## src/verilog/fetch_pkg.sv

```systemverilog
package fetch_pkg;

    // address and instruction width
    localparam int xlen = 32;

    // fetch queue geometry
    localparam int queue_depth = 16;
    localparam int queue_ptr_w = 4;  // log2 of queue_depth

    // running instruction id, wraps around
    localparam int inst_id_w = 32;

    // first fetch address out of reset
    localparam logic [xlen-1:0] reset_pc = 32'h0000_1000;

    // byte lanes for a full word read
    localparam logic [3:0] wb_sel_word = 4'b1111;

endpackage

```

## src/verilog/imem_if.sv

```systemverilog
`timescale 1ns/1ns

interface imem_if;

    // request, sequencer to bus master
    logic                       req_valid;
    logic                       req_ready;
    logic [fetch_pkg::xlen-1:0] req_addr;
    logic                       req_epoch;

    // response, one cycle pulse, no ready
    logic                       resp_valid;
    logic [fetch_pkg::xlen-1:0] resp_addr;
    logic [fetch_pkg::xlen-1:0] resp_inst;
    logic                       resp_epoch;

    modport seq (
        output req_valid, req_addr, req_epoch,
        input  req_ready, resp_valid, resp_addr, resp_inst, resp_epoch
    );

    modport mst (
        input  req_valid, req_addr, req_epoch,
        output req_ready, resp_valid, resp_addr, resp_inst, resp_epoch
    );

endinterface

```

## src/verilog/fetch_stage.sv

```systemverilog
`timescale 1ns/1ns

module fetch_stage (
    input  logic                            clk,
    input  logic                            reset,

    // branch mispredict from later stages
    input  logic                            redirect_valid,
    input  logic [31:0]                     redirect_addr,

    // toward decode
    output logic                            deq_valid,
    input  logic                            deq_ready,
    output logic [fetch_pkg::xlen-1:0]      deq_addr,
    output logic [fetch_pkg::xlen-1:0]      deq_inst,
    output logic [fetch_pkg::inst_id_w-1:0] deq_inst_id,

    // instruction memory, wishbone classic
    output logic                            wb_cyc,
    output logic                            wb_stb,
    output logic                            wb_we,
    output logic [fetch_pkg::xlen-1:0]      wb_adr,
    output logic [3:0]                      wb_sel,
    input  logic [fetch_pkg::xlen-1:0]      wb_dat_i,
    input  logic                            wb_ack
);

    imem_if imem ();

    logic                       space;
    logic                       push_valid;
    logic [fetch_pkg::xlen-1:0] push_addr;
    logic [fetch_pkg::xlen-1:0] push_inst;

    pc_sequencer u_seq (
        .clk            (clk),
        .reset          (reset),
        .redirect_valid (redirect_valid),
        .redirect_addr  (redirect_addr),
        .space          (space),
        .imem           (imem.seq),
        .push_valid     (push_valid),
        .push_addr      (push_addr),
        .push_inst      (push_inst)
    );

    wb_imem_master u_wb (
        .clk      (clk),
        .reset    (reset),
        .imem     (imem.mst),
        .wb_cyc   (wb_cyc),
        .wb_stb   (wb_stb),
        .wb_we    (wb_we),
        .wb_adr   (wb_adr),
        .wb_sel   (wb_sel),
        .wb_dat_i (wb_dat_i),
        .wb_ack   (wb_ack)
    );

    inst_queue u_queue (
        .clk         (clk),
        .reset       (reset),
        .flush       (redirect_valid),  // redirect empties the queue
        .push_valid  (push_valid),
        .push_addr   (push_addr),
        .push_inst   (push_inst),
        .space       (space),
        .deq_valid   (deq_valid),
        .deq_ready   (deq_ready),
        .deq_addr    (deq_addr),
        .deq_inst    (deq_inst),
        .deq_inst_id (deq_inst_id)
    );

endmodule

```

## src/verilog/inst_queue.sv

```systemverilog
`timescale 1ns/1ns

module inst_queue (
    input  logic                            clk,
    input  logic                            reset,
    input  logic                            flush,
    input  logic                            push_valid,
    input  logic [fetch_pkg::xlen-1:0]      push_addr,
    input  logic [fetch_pkg::xlen-1:0]      push_inst,
    output logic                            space,
    output logic                            deq_valid,
    input  logic                            deq_ready,
    output logic [fetch_pkg::xlen-1:0]      deq_addr,
    output logic [fetch_pkg::xlen-1:0]      deq_inst,
    output logic [fetch_pkg::inst_id_w-1:0] deq_inst_id
);

    logic [fetch_pkg::xlen-1:0]      addr_mem [fetch_pkg::queue_depth];
    logic [fetch_pkg::xlen-1:0]      inst_mem [fetch_pkg::queue_depth];
    logic [fetch_pkg::queue_ptr_w-1:0] head;
    logic [fetch_pkg::queue_ptr_w-1:0] tail;
    logic [fetch_pkg::queue_ptr_w:0]   count;
    logic [fetch_pkg::inst_id_w-1:0]   inst_id;
    logic                              push;
    logic                              pop;

    // flush wins over both ends
    assign push = push_valid && !flush;
    assign pop  = deq_valid && deq_ready && !flush;

    assign deq_valid = count != '0;

    // one slot held back for the fetch that may be in flight
    assign space = count < (fetch_pkg::queue_ptr_w + 1)'(fetch_pkg::queue_depth - 1);

    assign deq_addr    = addr_mem[head];
    assign deq_inst    = inst_mem[head];
    assign deq_inst_id = inst_id;

    always_ff @(posedge clk) begin
        if (reset) begin
            head    <= '0;
            tail    <= '0;
            count   <= '0;
            inst_id <= '0;
        end else if (flush) begin
            head    <= tail;  // drop everything
            count   <= '0;
            inst_id <= inst_id + 1'b1;
        end else begin
            if (push)
                tail <= tail + 1'b1;
            if (pop) begin
                head    <= head + 1'b1;
                inst_id <= inst_id + 1'b1;
            end
            case ({push, pop})
                2'b10:   count <= count + 1'b1;
                2'b01:   count <= count - 1'b1;
                default: count <= count;
            endcase
        end
    end

    always_ff @(posedge clk) begin
        if (push) begin
            addr_mem[tail] <= push_addr;
            inst_mem[tail] <= push_inst;
        end
    end

    assert property (@(posedge clk) disable iff (reset)
        push_valid |-> count != (fetch_pkg::queue_ptr_w + 1)'(fetch_pkg::queue_depth))
        else $error("inst_queue: push into a full queue");

    // nothing may slip into the queue past a flush
    assert property (@(posedge clk) disable iff (reset)
        flush |-> !push_valid)
        else $error("inst_queue: push in the same cycle as a flush");

endmodule

```

## src/verilog/pc_sequencer.sv

```systemverilog
`timescale 1ns/1ns

module pc_sequencer (
    input  logic                       clk,
    input  logic                       reset,
    input  logic                       redirect_valid,
    input  logic [31:0]                redirect_addr,
    input  logic                       space,
    imem_if.seq                        imem,
    output logic                       push_valid,
    output logic [fetch_pkg::xlen-1:0] push_addr,
    output logic [fetch_pkg::xlen-1:0] push_inst
);

    logic [fetch_pkg::xlen-1:0] pc;
    logic                       epoch;
    logic                       fetch_epoch;  // epoch of the word in flight
    logic                       outstanding;
    logic                       fire;

    // one fetch at a time, never on a redirect cycle
    assign imem.req_valid = !outstanding && space && !redirect_valid;
    assign imem.req_addr  = pc;
    assign imem.req_epoch = epoch;
    assign fire           = imem.req_valid && imem.req_ready;

    // a word arriving together with a redirect is from the old path too
    assign push_valid = imem.resp_valid && (imem.resp_epoch == epoch) && !redirect_valid;
    assign push_addr  = imem.resp_addr;
    assign push_inst  = imem.resp_inst;

    always_ff @(posedge clk) begin
        if (reset) begin
            pc          <= fetch_pkg::reset_pc;
            epoch       <= 1'b0;
            outstanding <= 1'b0;
        end else begin
            if (redirect_valid) begin
                pc <= redirect_addr;
                // two redirects during one fetch must not make it fresh again
                epoch <= outstanding ? !fetch_epoch : !epoch;
            end else if (fire) begin
                pc <= pc + 32'd4;
            end

            if (fire)
                outstanding <= 1'b1;
            else if (imem.resp_valid)
                outstanding <= 1'b0;  // stale or not
        end
    end

    always_ff @(posedge clk) begin
        if (fire)
            fetch_epoch <= epoch;
    end

    // queue keeps a slot free for the fetch in flight
    assert property (@(posedge clk) disable iff (reset)
        push_valid |-> space)
        else $error("pc_sequencer: push while queue has no space");

    // new request only once the bus master is idle again
    assert property (@(posedge clk) disable iff (reset)
        imem.req_valid |-> imem.req_ready)
        else $error("pc_sequencer: request raised with a fetch outstanding");

endmodule

```

## src/verilog/wb_imem_master.sv

```systemverilog
`timescale 1ns/1ns

module wb_imem_master (
    input  logic                       clk,
    input  logic                       reset,
    imem_if.mst                        imem,
    output logic                       wb_cyc,
    output logic                       wb_stb,
    output logic                       wb_we,
    output logic [fetch_pkg::xlen-1:0] wb_adr,
    output logic [3:0]                 wb_sel,
    input  logic [fetch_pkg::xlen-1:0] wb_dat_i,
    input  logic                       wb_ack
);

    logic                       busy;  // 0 idle, 1 bus cycle open
    logic                       resp_q;
    logic [fetch_pkg::xlen-1:0] adr_q;
    logic [fetch_pkg::xlen-1:0] dat_q;
    logic                       epoch_q;
    logic                       accept;
    logic                       done;

    assign accept = !busy && imem.req_valid;
    assign done   = busy && wb_ack;

    assign imem.req_ready = !busy;

    // classic read, cyc and stb together
    assign wb_cyc = busy;
    assign wb_stb = busy;
    assign wb_we  = 1'b0;
    assign wb_adr = adr_q;
    assign wb_sel = fetch_pkg::wb_sel_word;

    assign imem.resp_valid = resp_q;
    assign imem.resp_addr  = adr_q;  // held until the next accept
    assign imem.resp_inst  = dat_q;
    assign imem.resp_epoch = epoch_q;

    always_ff @(posedge clk) begin
        if (reset) begin
            busy   <= 1'b0;
            resp_q <= 1'b0;
        end else begin
            resp_q <= done;
            if (accept)
                busy <= 1'b1;
            else if (done)
                busy <= 1'b0;
        end
    end

    always_ff @(posedge clk) begin
        if (accept) begin
            adr_q   <= imem.req_addr;
            epoch_q <= imem.req_epoch;
        end
        if (done)
            dat_q <= wb_dat_i;
    end

    // address held until the slave acks
    assert property (@(posedge clk) disable iff (reset)
        wb_stb && !wb_ack |=> wb_stb && $stable(wb_adr))
        else $error("wb_imem_master: cycle dropped or address changed before ack");

endmodule
```

## config.mk

```make
export PLATFORM = sky130hd
export DESIGN_NAME = fetch_stage
export DESIGN_NICKNAME = d
export VERILOG_FILES = /design/src/verilog/fetch_pkg.sv /design/src/verilog/imem_if.sv /design/src/verilog/fetch_stage.sv /design/src/verilog/inst_queue.sv /design/src/verilog/pc_sequencer.sv /design/src/verilog/wb_imem_master.sv
export SDC_FILE = /design/constraint.sdc
export NUM_CORES = 1
export LEC_CHECK = 0
export ABC_AREA = 1
export BUFFER_PORTS_ARGS = -buffer_cell sky130_fd_sc_hd__buf_2
export CORE_MARGIN = 2
export CORE_UTILIZATION = 40
export CTS_BUF_LIST = sky130_fd_sc_hd__clkbuf_4
export DETAILED_ROUTE_END_ITERATION = 10
export MAX_ROUTING_LAYER = met4
export PLACE_DENSITY = 0.53
export SLEW_MARGIN = 10
export SYNTH_ARGS = -nofsm -noshare
export SYNTH_HDL_FRONTEND = slang
export SYNTH_HIERARCHICAL = 1
export SYNTH_SLANG_ARGS = --single-unit
```

## constraint.sdc

```tcl
create_clock -name clk -period 15 [get_ports clk]
set_input_delay 2.25 -clock clk [delete_from_list [all_inputs] [get_ports clk]]
set_output_delay 2.25 -clock clk [all_outputs]
set_load 0.02 [all_outputs]
```

==> results of run 1 <==
==> worst max path at each step <==
stage / start / endpoint / slack (ps) / depth (start not counted)
after floorplan: redirect_valid / u_queue/addr_mem[11][0] / 8470 / 9
after global placement: flop / deq_addr[16] / 8320 / 8
after detailed placement: flop / deq_inst[14] / 8270 / 8
after CTS: flop / deq_inst[14] / 6920 / 8
after global routing: flop / deq_inst[8] / 6490 / 9
final: flop / deq_inst[10] / 7090 / 9
==> per-stage QoR <==
stage	util (%)	total power, mW	setup slack [ps]	hold slack [ps]
after floorplan	-	3.938	8469	402.9
after global placement	41.34	4.009	8317	411.0
after detailed placement	41.34	4.012	8266	411.7
after CTS	44.62	6.900	6922	426.3
after global routing	44.63	7.090	6488	449.7
final	44.64	6.784	7094	425.3
==> metal layers <==
| metal | vias to the layer above | GRT usage (%) |
|---|---|---|
| met5 | - | - |
| met4 | 0 | 7.412 |
| met3 | 233 | 4.117 |
| met2 | 855 | 30.74 |
| met1 | 15431 | 27.06 |
| li1 | 15337 | - |
==> cell families (layout without fill, tap and decap cells) <==
kind of cell / count (synthesis) / in the layout / share of synthesized area, %
muxes: 1 / 1 / 0.02260
and+or+nand+nor: 1164 / 1164 / 10.55
other: 2 / 14 / 0.01508
buffers and inverters: 976 / 1449 / 9.427
xor gates and xnor gates: 13 / 13 / 0.2286
adders and majority gates: 12 / 12 / 0.3165
DFF: 1175 / 1175 / 69.12
AOI/OAI and AO/OA: 882 / 882 / 10.32
==> final cells by class <==
cell class	count	share of cell area, %
diodes	9	0.04081
well taps	1637	3.712
multi-input cells	2077	19.61
clock inverters	66	0.6144
inverters	643	4.387
clock buffers	494	6.720
flip-flops and latches	1175	62.42
repair buffers	246	2.489
==> power groups by stage <==
stage	sequential, mW	clock [mW]	combinational [mW]
global route	3.68	3.12	0.291
detailed placement	3.75	0	0.264
floorplan	3.69	0	0.251
CTS	3.68	2.96	0.265
global placement	3.75	0	0.263
finish	3.68	2.85	0.260
==> placed cells by master (no fill, tap or decap), types with 6 or more instances in the layout <==
cell type,n
diode_2,9
clkbuf_4,494
buf_4,45
nor2_2,8
ha_1,11
nor2_1,97
a31oi_1,11
nand3_2,6
nand2_2,6
nand2_1,538
clkinv_1,53
xnor2_1,6
dfxtp_1,81
o211ai_1,257
nand4_1,10
o21ai_0,103
xor2_1,7
edfxtp_1,1090
nand3_1,450
buf_2,199
inv_2,13
a21oi_1,290
o21ai_1,199
inv_1,633
nor2_4,28
a21oi_2,11
==> registers in the layout (all words and copies together) (netlist names), named ones only <==
| signal | cells |
|---|---|
| u_queue/addr_mem | 512 |
| u_queue/count | 5 |
| u_queue/deq_inst_id | 32 |
| u_queue/head | 4 |
| u_queue/inst_mem | 512 |
| u_queue/tail | 4 |
| u_seq/fetch_epoch | 1 |
| u_seq/imem.req_addr | 32 |
| u_seq/imem.req_epoch | 1 |
| u_seq/outstanding | 1 |
| u_wb/imem.resp_addr | 32 |
| u_wb/imem.resp_epoch | 1 |
| u_wb/imem.resp_inst | 32 |
| u_wb/imem.resp_valid | 1 |
| u_wb/wb_cyc | 1 |
==> critical path, stage by stage (launching register included) <==
cell and delay [ps]:
dfxtp_4 860, buf_4 860, buf_4 910, buf_12 710, a21oi_1 150, o21ai_1 120, nand3_1 80, nand3_1 120
nand2_1 160, buf_2 200
==> metrics, run 1 <==
status finished clean; R2R Path Start u_seq/imem.req_epoch; Static Leak 20.10 nW; sw frac 22.95%; ys flop type edfxtp_1; Post-Synthesis Cell Area 0.04981 mm2; register area share after synthesis 69.12%; row cnt 129; vias in the first global route 31073; Final period util 52.71%; Yosys top cell area share 65.71%; TritonCTS Buffers 339; CTS H-tree depth 5; WL met1 57850 um; Reg clk slew, reported paths 60 ps; setup TNS 0 ps; WHS Path Cells 0; count leader, synth edfxtp_1; number of clock sinks 1175; Crit Path Max Fanout 241; PostCTS Resize Cnt 0; Worst Path Required 12750 ps; async set-or-reset flop fraction in the synthesized netlist 0%; final setup fails 0; fraction of layout cells with a size suffix above 1 17.83%; Reg-to-Reg End u_queue/inst_mem[13][20]; Residual DRC 0; max_slew headroom 20.86%; I/O Pins 205; crit end category primary output; Tmin final 7906 ps; Syn Area/Cell 11.79 um2; Iteration-0 DRC Markers 2448; distinct cell type count after synthesis 48; Non-Filler Instances 6347; min-delay src u_seq/imem.req_addr[0]; Psw 1.557 mW; largest net degree at the start of global routing 242; average via count per standard cell 5.019; clock buffer depth 4; Pwr per Cell Area 122.9 mW/mm2; placed cell count 5778; reg2reg path depth 7; Cell Int Power 5.227 mW; Gate power share 3.8%; via count 31856; grt ovf 0; drt wl/cell 19.78 um; met2 WL 57840 um; FMAX 126.5 MHz; # Post-CTS Setup Buffers 0; Clock Skew 71.56 ps; critical path arrival 5660 ps; first-pass GRT wire length 188200 um; multi-input combinational cell area 0.01082 mm2; peak supply drop 0.00008677 V; fill count 11692; initial antenna violation count 8; Yosys top cell by area edfxtp_1; ranking of synthesized cells by area edfxtp_1 66%, inv_1 4.8%, nand3_1 4.5%; endpoints failing hold 0; post-synthesis instance total 4225; Post-DRT Antenna Nets 0; Initial Util 40.29%; root buffer cell clkbuf_4; maxcap violations 0; Commonest cells post-synth 1090 x edfxtp_1, 635 x inv_1, 538 x nand2_1; post-cts hold buffer count 0; die height 356.9 um; Clk network pwr share 42.0%; Met3 Wirelength 6941 um; Crit Path Class reg -> out; CTS tree done; Post-synth EDFFs 1090; final instance area 0.05519 mm2; Port-buffer cells 199; part of the power in registers 54.2%; worst-margin pin slew 1184 ps; r2r setup slk 11200 ps; Max Used Layer met4; DR pass1 iterations 8; full die area 0.1274 mm2; startpoint types flop; hold-critical path endpoint u_wb/imem.resp_addr[0]; core area 0.1236 mm2; DP Area 0.05112 mm2; RSZ-0062 raised after global routing false; Yosys warning count 6; Post-Route WL 125600 um; Total Routing Usage GR 20.28%; Die W 356.9 um; synth-to-layout area growth 10.78%; Slew Viols, Final 0; HP Class reg -> reg; post-DP HPWL 63710 um; synthesized flop and latch total 1175; clk_lat worst skew 1220 ps; Seq. cell area 0.03445 mm2; Post-layout nets 4563; GPL Wtd Cong 0.8314
Power figures use the tool's default switching activity.
==> run 2, diff against run 1 <==
ABC_AREA = 0   (was 1)
PLACE_DENSITY = 0.55   (was 0.53)
clock period = 6.7 ns   (was 15 ns; I/O delays follow)
==> run 2 against run 1 <==
Compared with the run above:
- clock-buffer cell count is 18 lower
- critical path depth is 5 lower
- synthesized cell count is 50% lower
- clock skew is 20 ps higher
- utilization is 1.8 points higher
- sequential power is 120% higher
- die area is 8.7% lower
- total power is 120% higher
- combinational power is 110% higher
- worst setup slack worse by 5600 ps
- sequential share of layout area is 3.5 points higher
- first-iteration DRC count is 34% lower
- highest routed layer unchanged
==> metrics, run 2 <==
first-pass GRT wire length 155800 um (-17%); Seq. cell area 0.03445 mm2 (unchanged); clock buffer depth 4 (unchanged); crit end category primary output; DR pass1 iterations 5 (-3); max_slew headroom 13.56% (-7.3 points); CP cell instances buf_4, mux4_2, mux4_2, buf_2; min-delay src wb_dat_i[14]; Slew Viols, Final 0 (unchanged); Worst path max stage delay 1020 ps (+110 ps); average via count per standard cell 5.367 (+6.9%); Crit Path Class reg -> out; CTS tree done; synthesized flop and latch total 1175 (unchanged); R2R Path Start u_wb/imem.resp_epoch; Tmin final 5185 ps; core area 0.1125 mm2 (-9.0%); initial antenna violation count 6 (-2); die height 341.0 um (-4.5%); Iteration-0 DRC Markers 1606 (-34%); Final period util 77.39%; critical path arrival 4180 ps (-1480 ps); PostCTS Resize Cnt 0 (unchanged); HP Class in -> reg; CTS H-tree depth 5 (unchanged); # Post-CTS Setup Buffers 0 (unchanged); Critical Path Most Common Cell mux4_2; synth-to-layout area growth 15.05%; Worst Path Required 5690 ps (-7060 ps); commonest non-fill, non-tap cell in the layout edfxtp_1; grt ovf 0 (unchanged); Post-Synthesis Cell Area 0.04542 mm2 (-8.8%); Post-layout nets 2629 (-42%); Yosys top cell area share 72.07% (+6.4 points); Post-synth EDFFs 1090 (unchanged); root buffer cell clkbuf_4; Yosys warning count 6 (unchanged); Post-DRT Antenna Nets 0 (unchanged); number of clock sinks 1175 (unchanged); Critical-path top delay cell dfxtp_4; row cnt 123 (-4.7%); endpoints failing hold 0 (unchanged); multi-input combinational cell area 0.009882 mm2 (-8.7%); Die W 341.0 um (-4.5%); Post-Route WL 105400 um (-16%); I/O Pins 205 (unchanged); async set-or-reset flop fraction in the synthesized netlist 0% (unchanged); setup TNS 0 ps (unchanged); status finished clean; post-synthesis instance total 2111 (-50%); drt wl/cell 24.74 um (+25%); register area share after synthesis 75.81% (+6.7 points); most frequent cells in the layout 1090 x edfxtp_1, 476 x clkbuf_4, 320 x mux4_2; Pwr Total 14.97 mW (+120%); Initial Util 40.37% (+0.082 points); worst-margin pin slew 1297 ps (+112.3 ps); ys flop type edfxtp_1; distinct cell type count after synthesis 65 (+35%); via count 22863 (-28%); vias in the first global route 24388 (-22%); Largest regs u_queue/addr_mem: 512 flops, u_queue/inst_mem: 512 flops; TritonCTS Buffers 328 (-3.2%); count leader, synth edfxtp_1; Port-buffer cells 199 (unchanged); Commonest cells post-synth 1090 x edfxtp_1, 320 x mux4_2, 106 x buf_4; Clock Skew 91.48 ps (+19.93 ps); FMAX 192.9 MHz; startpoint types flop; post-DP HPWL 55710 um (-13%); peak supply drop 0.0001795 V (+110%); GPL Wtd Cong 0.8071 (-2.9%); full die area 0.1163 mm2 (-8.7%); largest net degree at the start of global routing 89 (-63%); Yosys top cell by area edfxtp_1; Static Leak 16.72 nW (-17%); clk_lat worst skew 1220 ps (about the same); Crit Path Max Fanout 60 (-75%); Reg clk slew, reported paths 60 ps (about the same); RSZ-0062 raised after global routing false; maxcap violations 0 (unchanged); final setup fails 0 (unchanged); ranking of synthesized cells by area edfxtp_1 72%, mux4_2 16%, dfxtp_1 3.7%; fraction of layout cells with a size suffix above 1 39.41% (+22 points); Total Routing Usage GR 18.91% (-1.4 points); Pwr per Cell Area 286.6 mW/mm2 (+130%); Residual DRC 0 (unchanged); Syn Area/Cell 21.52 um2 (+82%); fill count 9549 (-18%)
run 2: cell count changes in the layout (fill, tap and decap cells not counted), moves of 93 or more:
cell / previous run / this run
nand2_1: 538 / 47
nand3_1: 450 / 14
o21ai_1: 199 / 0
o21ai_0: 103 / 10
mux4_2: 0 / 320
inv_1: 633 / 16
a21oi_1: 290 / 24
o211ai_1: 257 / 3
run 2: per-layer routing:
layer  track usage, %  vias up  share of wire, %
li1                 -     9725                 -
met1            24.60    12155                43
met2            29.42      801                49
met3            3.888      182               5.8
met4            7.278        0               2.3
met5                -        -                 0
run 2: timing repair:
| item | in CTS | in global routing |
|---|---|---|
| hold buffers | 61 | 0 |
| setup endpoints to repair | 0 | 0 |
| endpoints found under the hold margin | 61 | 0 |
run 2: kinds of logic after synthesis:
logic type / Yosys count / synth area share [%]
compound gates: 77 / 1.157
xor+xnor: 56 / 1.080
fa+ha+maj: 12 / 0.3471
buf+inv: 213 / 2.771
flops: 1175 / 75.81
mux: 326 / 16.00
other cells: 2 / 0.01654
simple gates: 250 / 2.813
run 2: power by group:
part           switching, mW  internal [mW]  total [mW]
logic                  0.285          0.258       0.543
registers              0.158           8.06        8.22
clock network           2.80           3.41        6.21
total                   3.24           11.7        15.0
run 2: path summary, 6_finish.rpt:
| check | slack (ps) | cells past startpoint | end |
|---|---|---|---|
| worst max-delay path | 1510 | 4 | deq_addr[11] |
| worst min-delay path | 130 | 1 | u_wb/imem.resp_inst[14] |
| worst max register to register | 3190 | 6 | u_queue/inst_mem[11][10] |
| worst min register to register | 430 | 0 | u_wb/imem.resp_addr[1] |
run 2: area by class of cell:
cell class | count | area share (%)
Sequential cell | 1175 | 65.92
Multi-Input combinational cell | 726 | 18.91
Clock buffer | 476 | 6.838
Timing Repair Buffer | 300 | 3.896
Tap cell | 1500 | 3.592
Clock inverter | 59 | 0.6848
Inverter | 17 | 0.1221
Antenna cell | 7 | 0.03352
run 2: critical path: cells and delay by family, from the launching register on:
family,cells,cell delay (ps)
buffers and inverters,2,940
DFF,1,1020
muxes,2,1010
run 2: per-stage QoR:
| step | cell area [um2] | hold slack [ps] | setup WS [ps] | instances | util (%) |
|---|---|---|---|---|---|
| floorplan | 45450 | 407.6 | 1343 | 2114 | - |
| global placement | 47670 | 414.9 | 2343 | 3656 | 42.38 |
| detailed placement | 47690 | 416.8 | 2453 | 3657 | 42.39 |
| CTS | 52230 | 0.2989 | 1300 | 4253 | 46.43 |
| global route | 52250 | 16.35 | 1225 | 4259 | 46.45 |
| finish | 52260 | 134.8 | 1515 | 4260 | 46.45 |
==> run 3, diff against run 2 <==
clock period = 4.55 ns   (was 6.7 ns; I/O delays follow)
==> run 3 against run 2 <==
Compared with the run above:
- routed wire length grew 0.21%
- sequential cell count is the same
- critical path depth is the same
- global-route usage is essentially flat
- first-iteration DRC count grew 8.6%
==> metrics, run 3 (synthesized netlist as in run 2, its figures left out) <==
Initial Util 40.37% (unchanged); fraction of layout cells with a size suffix above 1 38.85% (-0.56 points); Post-Route WL 105600 um (+0.21%); Pwr per Cell Area 417.0 mW/mm2 (+46%); DP Area 0.04808 mm2 (+0.82%); placed cell count 3669 (+0.33%); Gate power share 3.8% (+0.2 points); post-DP HPWL 56870 um (+2.1%); Largest regs u_queue/addr_mem: 512 flops, u_queue/inst_mem: 512 flops; CTS H-tree depth 5 (unchanged); Buf/Inv on CP 2 (unchanged); post-cts hold buffer count 82 (+34%); largest net degree at the start of global routing 69 (-22%); clock buffer depth 4 (unchanged); Tmin final 4245 ps; Post-layout nets 2658 (+1.1%); RSZ-0062 raised after global routing false; Clock Skew 106.7 ps (+15.24 ps); Worst path max stage delay 600 ps (-420 ps); Top delay family on crit path multiplexers; Critical Path Most Common Cell mux4_2; startpoint types flop; FMAX 235.6 MHz; Port-buffer cells 199 (unchanged); row cnt 123 (unchanged); most frequent cells in the layout 1090 x edfxtp_1, 453 x clkbuf_4, 320 x mux4_2; Slew Viols, Final 0 (unchanged); grt ovf 0 (unchanged); Crit Path Class reg -> out; full die area 0.1163 mm2 (unchanged); peak supply drop 0.0001934 V (+7.7%); Crit Path Max Fanout 53 (-12%); synth-to-layout area growth 16.25%; PostCTS Resize Cnt 0 (unchanged); Psw 4.802 mW (+48%); CP cell instances buf_12, mux4_2, mux4_2, buf_2; Reg clk slew, reported paths 70 ps (about the same); TritonCTS Buffers 324 (-1.2%); final setup fails 0 (unchanged); HP Class in -> reg; # Post-CTS Setup Buffers 0 (unchanged); die height 341.0 um (unchanged); I/O Pins 205 (unchanged); Util after Layout 46.93% (+0.48 points); Iteration-0 DRC Markers 1744 (+8.6%); Cell Int Power 17.21 mW (+47%); DR pass1 iterations 5 (unchanged); max_slew headroom 30.30% (+17 points); CTS tree done; Residual DRC 0 (unchanged); final instance area 0.05280 mm2 (+1.0%); Worst Path Required 3870 ps (-1820 ps); part of the power in registers 54.9% (about the same); Clk network pwr share 41.3% (-0.2 points); average via count per standard cell 5.322 (-0.84%); via count 22798 (-0.28%); endpoints failing hold 0 (unchanged); first-pass GRT wire length 156600 um (+0.54%); Total Routing Usage GR 18.89% (-0.020 points); Final period util 93.29%; clk_lat worst skew 1180 ps (-40 ps); commonest non-fill, non-tap cell in the layout edfxtp_1; worst-margin pin slew 1043 ps (-253.3 ps); Static Leak 16.87 nW (+0.85%); Die W 341.0 um (unchanged); sw frac 21.81% (+0.16 points); number of clock sinks 1175 (unchanged); Post-DRT Antenna Nets 0 (unchanged); core area 0.1125 mm2 (unchanged); Critical-path top delay cell mux4_2; crit end category primary output; critical path arrival 3560 ps (-620 ps); Non-Filler Instances 4284 (+0.56%); drt wl/cell 24.65 um (-0.35%); maxcap violations 0 (unchanged); vias in the first global route 24479 (+0.37%); status finished clean; initial antenna violation count 4 (-2); GPL Wtd Cong 0.8105 (+0.42%); root buffer cell clkbuf_4
run 3: changes by cell type in the layout (fill, tap and decap cells not counted), sizes merged, moves of 3 or more:
cell and delta:
buf +12, clkbuf -23, clkinv +12, dlygate4sd3 +21, inv -3
run 3: per-layer routing:
layer / track usage [%] / share of wire [%] / vias to the layer above
met5: - / 0 / -
met4: 6.204 / 1.9 / 0
met3: 4.167 / 5.9 / 185
met2: 29.19 / 48 / 794
met1: 25.00 / 44 / 12048
li1: - / - / 9771
run 3: path summary, 6_finish.rpt:
path                                        startpoint                       to  slack [ps]  cells past startpoint
worst min register to register  u_seq/imem.req_addr[1]   u_wb/imem.resp_addr[1]         450                      0
worst min-delay path                    redirect_valid  u_seq/imem.req_addr[10]         160                      3
worst max register to register    u_seq/imem.req_epoch   u_queue/inst_mem[3][0]        1360                      6
worst max-delay path                              flop             deq_addr[10]         310                      4
run 3: power groups by stage:
| stage | logic (mW) | registers [mW] | clock network (mW) |
|---|---|---|---|
| floorplan | 0.686 | 12.1 | 0 |
| detailed placement | 0.794 | 12.3 | 0 |
| finish | 0.830 | 12.1 | 9.10 |
| CTS | 0.851 | 12.1 | 9.42 |
| global placement | 0.790 | 12.3 | 0 |
| global route | 0.891 | 12.1 | 9.98 |
run 3: stage by stage:
stage               hold slack [ps]  setup WS (ps)  setup TNS [ps]  power [mW]
finish                        157.3          305.1               0       22.02
detailed placement            428.8          855.2               0       13.12
CTS                           30.57          82.52               0       22.37
global placement              414.7          804.9               0       13.10
floorplan                     407.6         -484.7         -404740       12.82
global route                  69.08          82.30               0       22.98
run 3: worst register-to-register path, stage by stage (launching register included):
cell	delay, ps
dfxtp_1	360
xor2_1	180
nor3_1	120
nor2b_1	630
nand2_1	470
nor3_4	720
buf_12	310
run 3: layout make-up:
| cell class | count | area [um2] |
|---|---|---|
| Inverter | 17 | 63.81 |
| Multi-Input combinational cell | 726 | 9882 |
| Clock buffer | 453 | 3401 |
| Fill cell | 9434 | 59700 |
| Sequential cell | 1175 | 34450 |
| Clock inverter | 71 | 471.7 |
| Timing Repair Buffer | 333 | 2633 |
| Tap cell | 1500 | 1877 |
| Antenna cell | 9 | 22.52 |
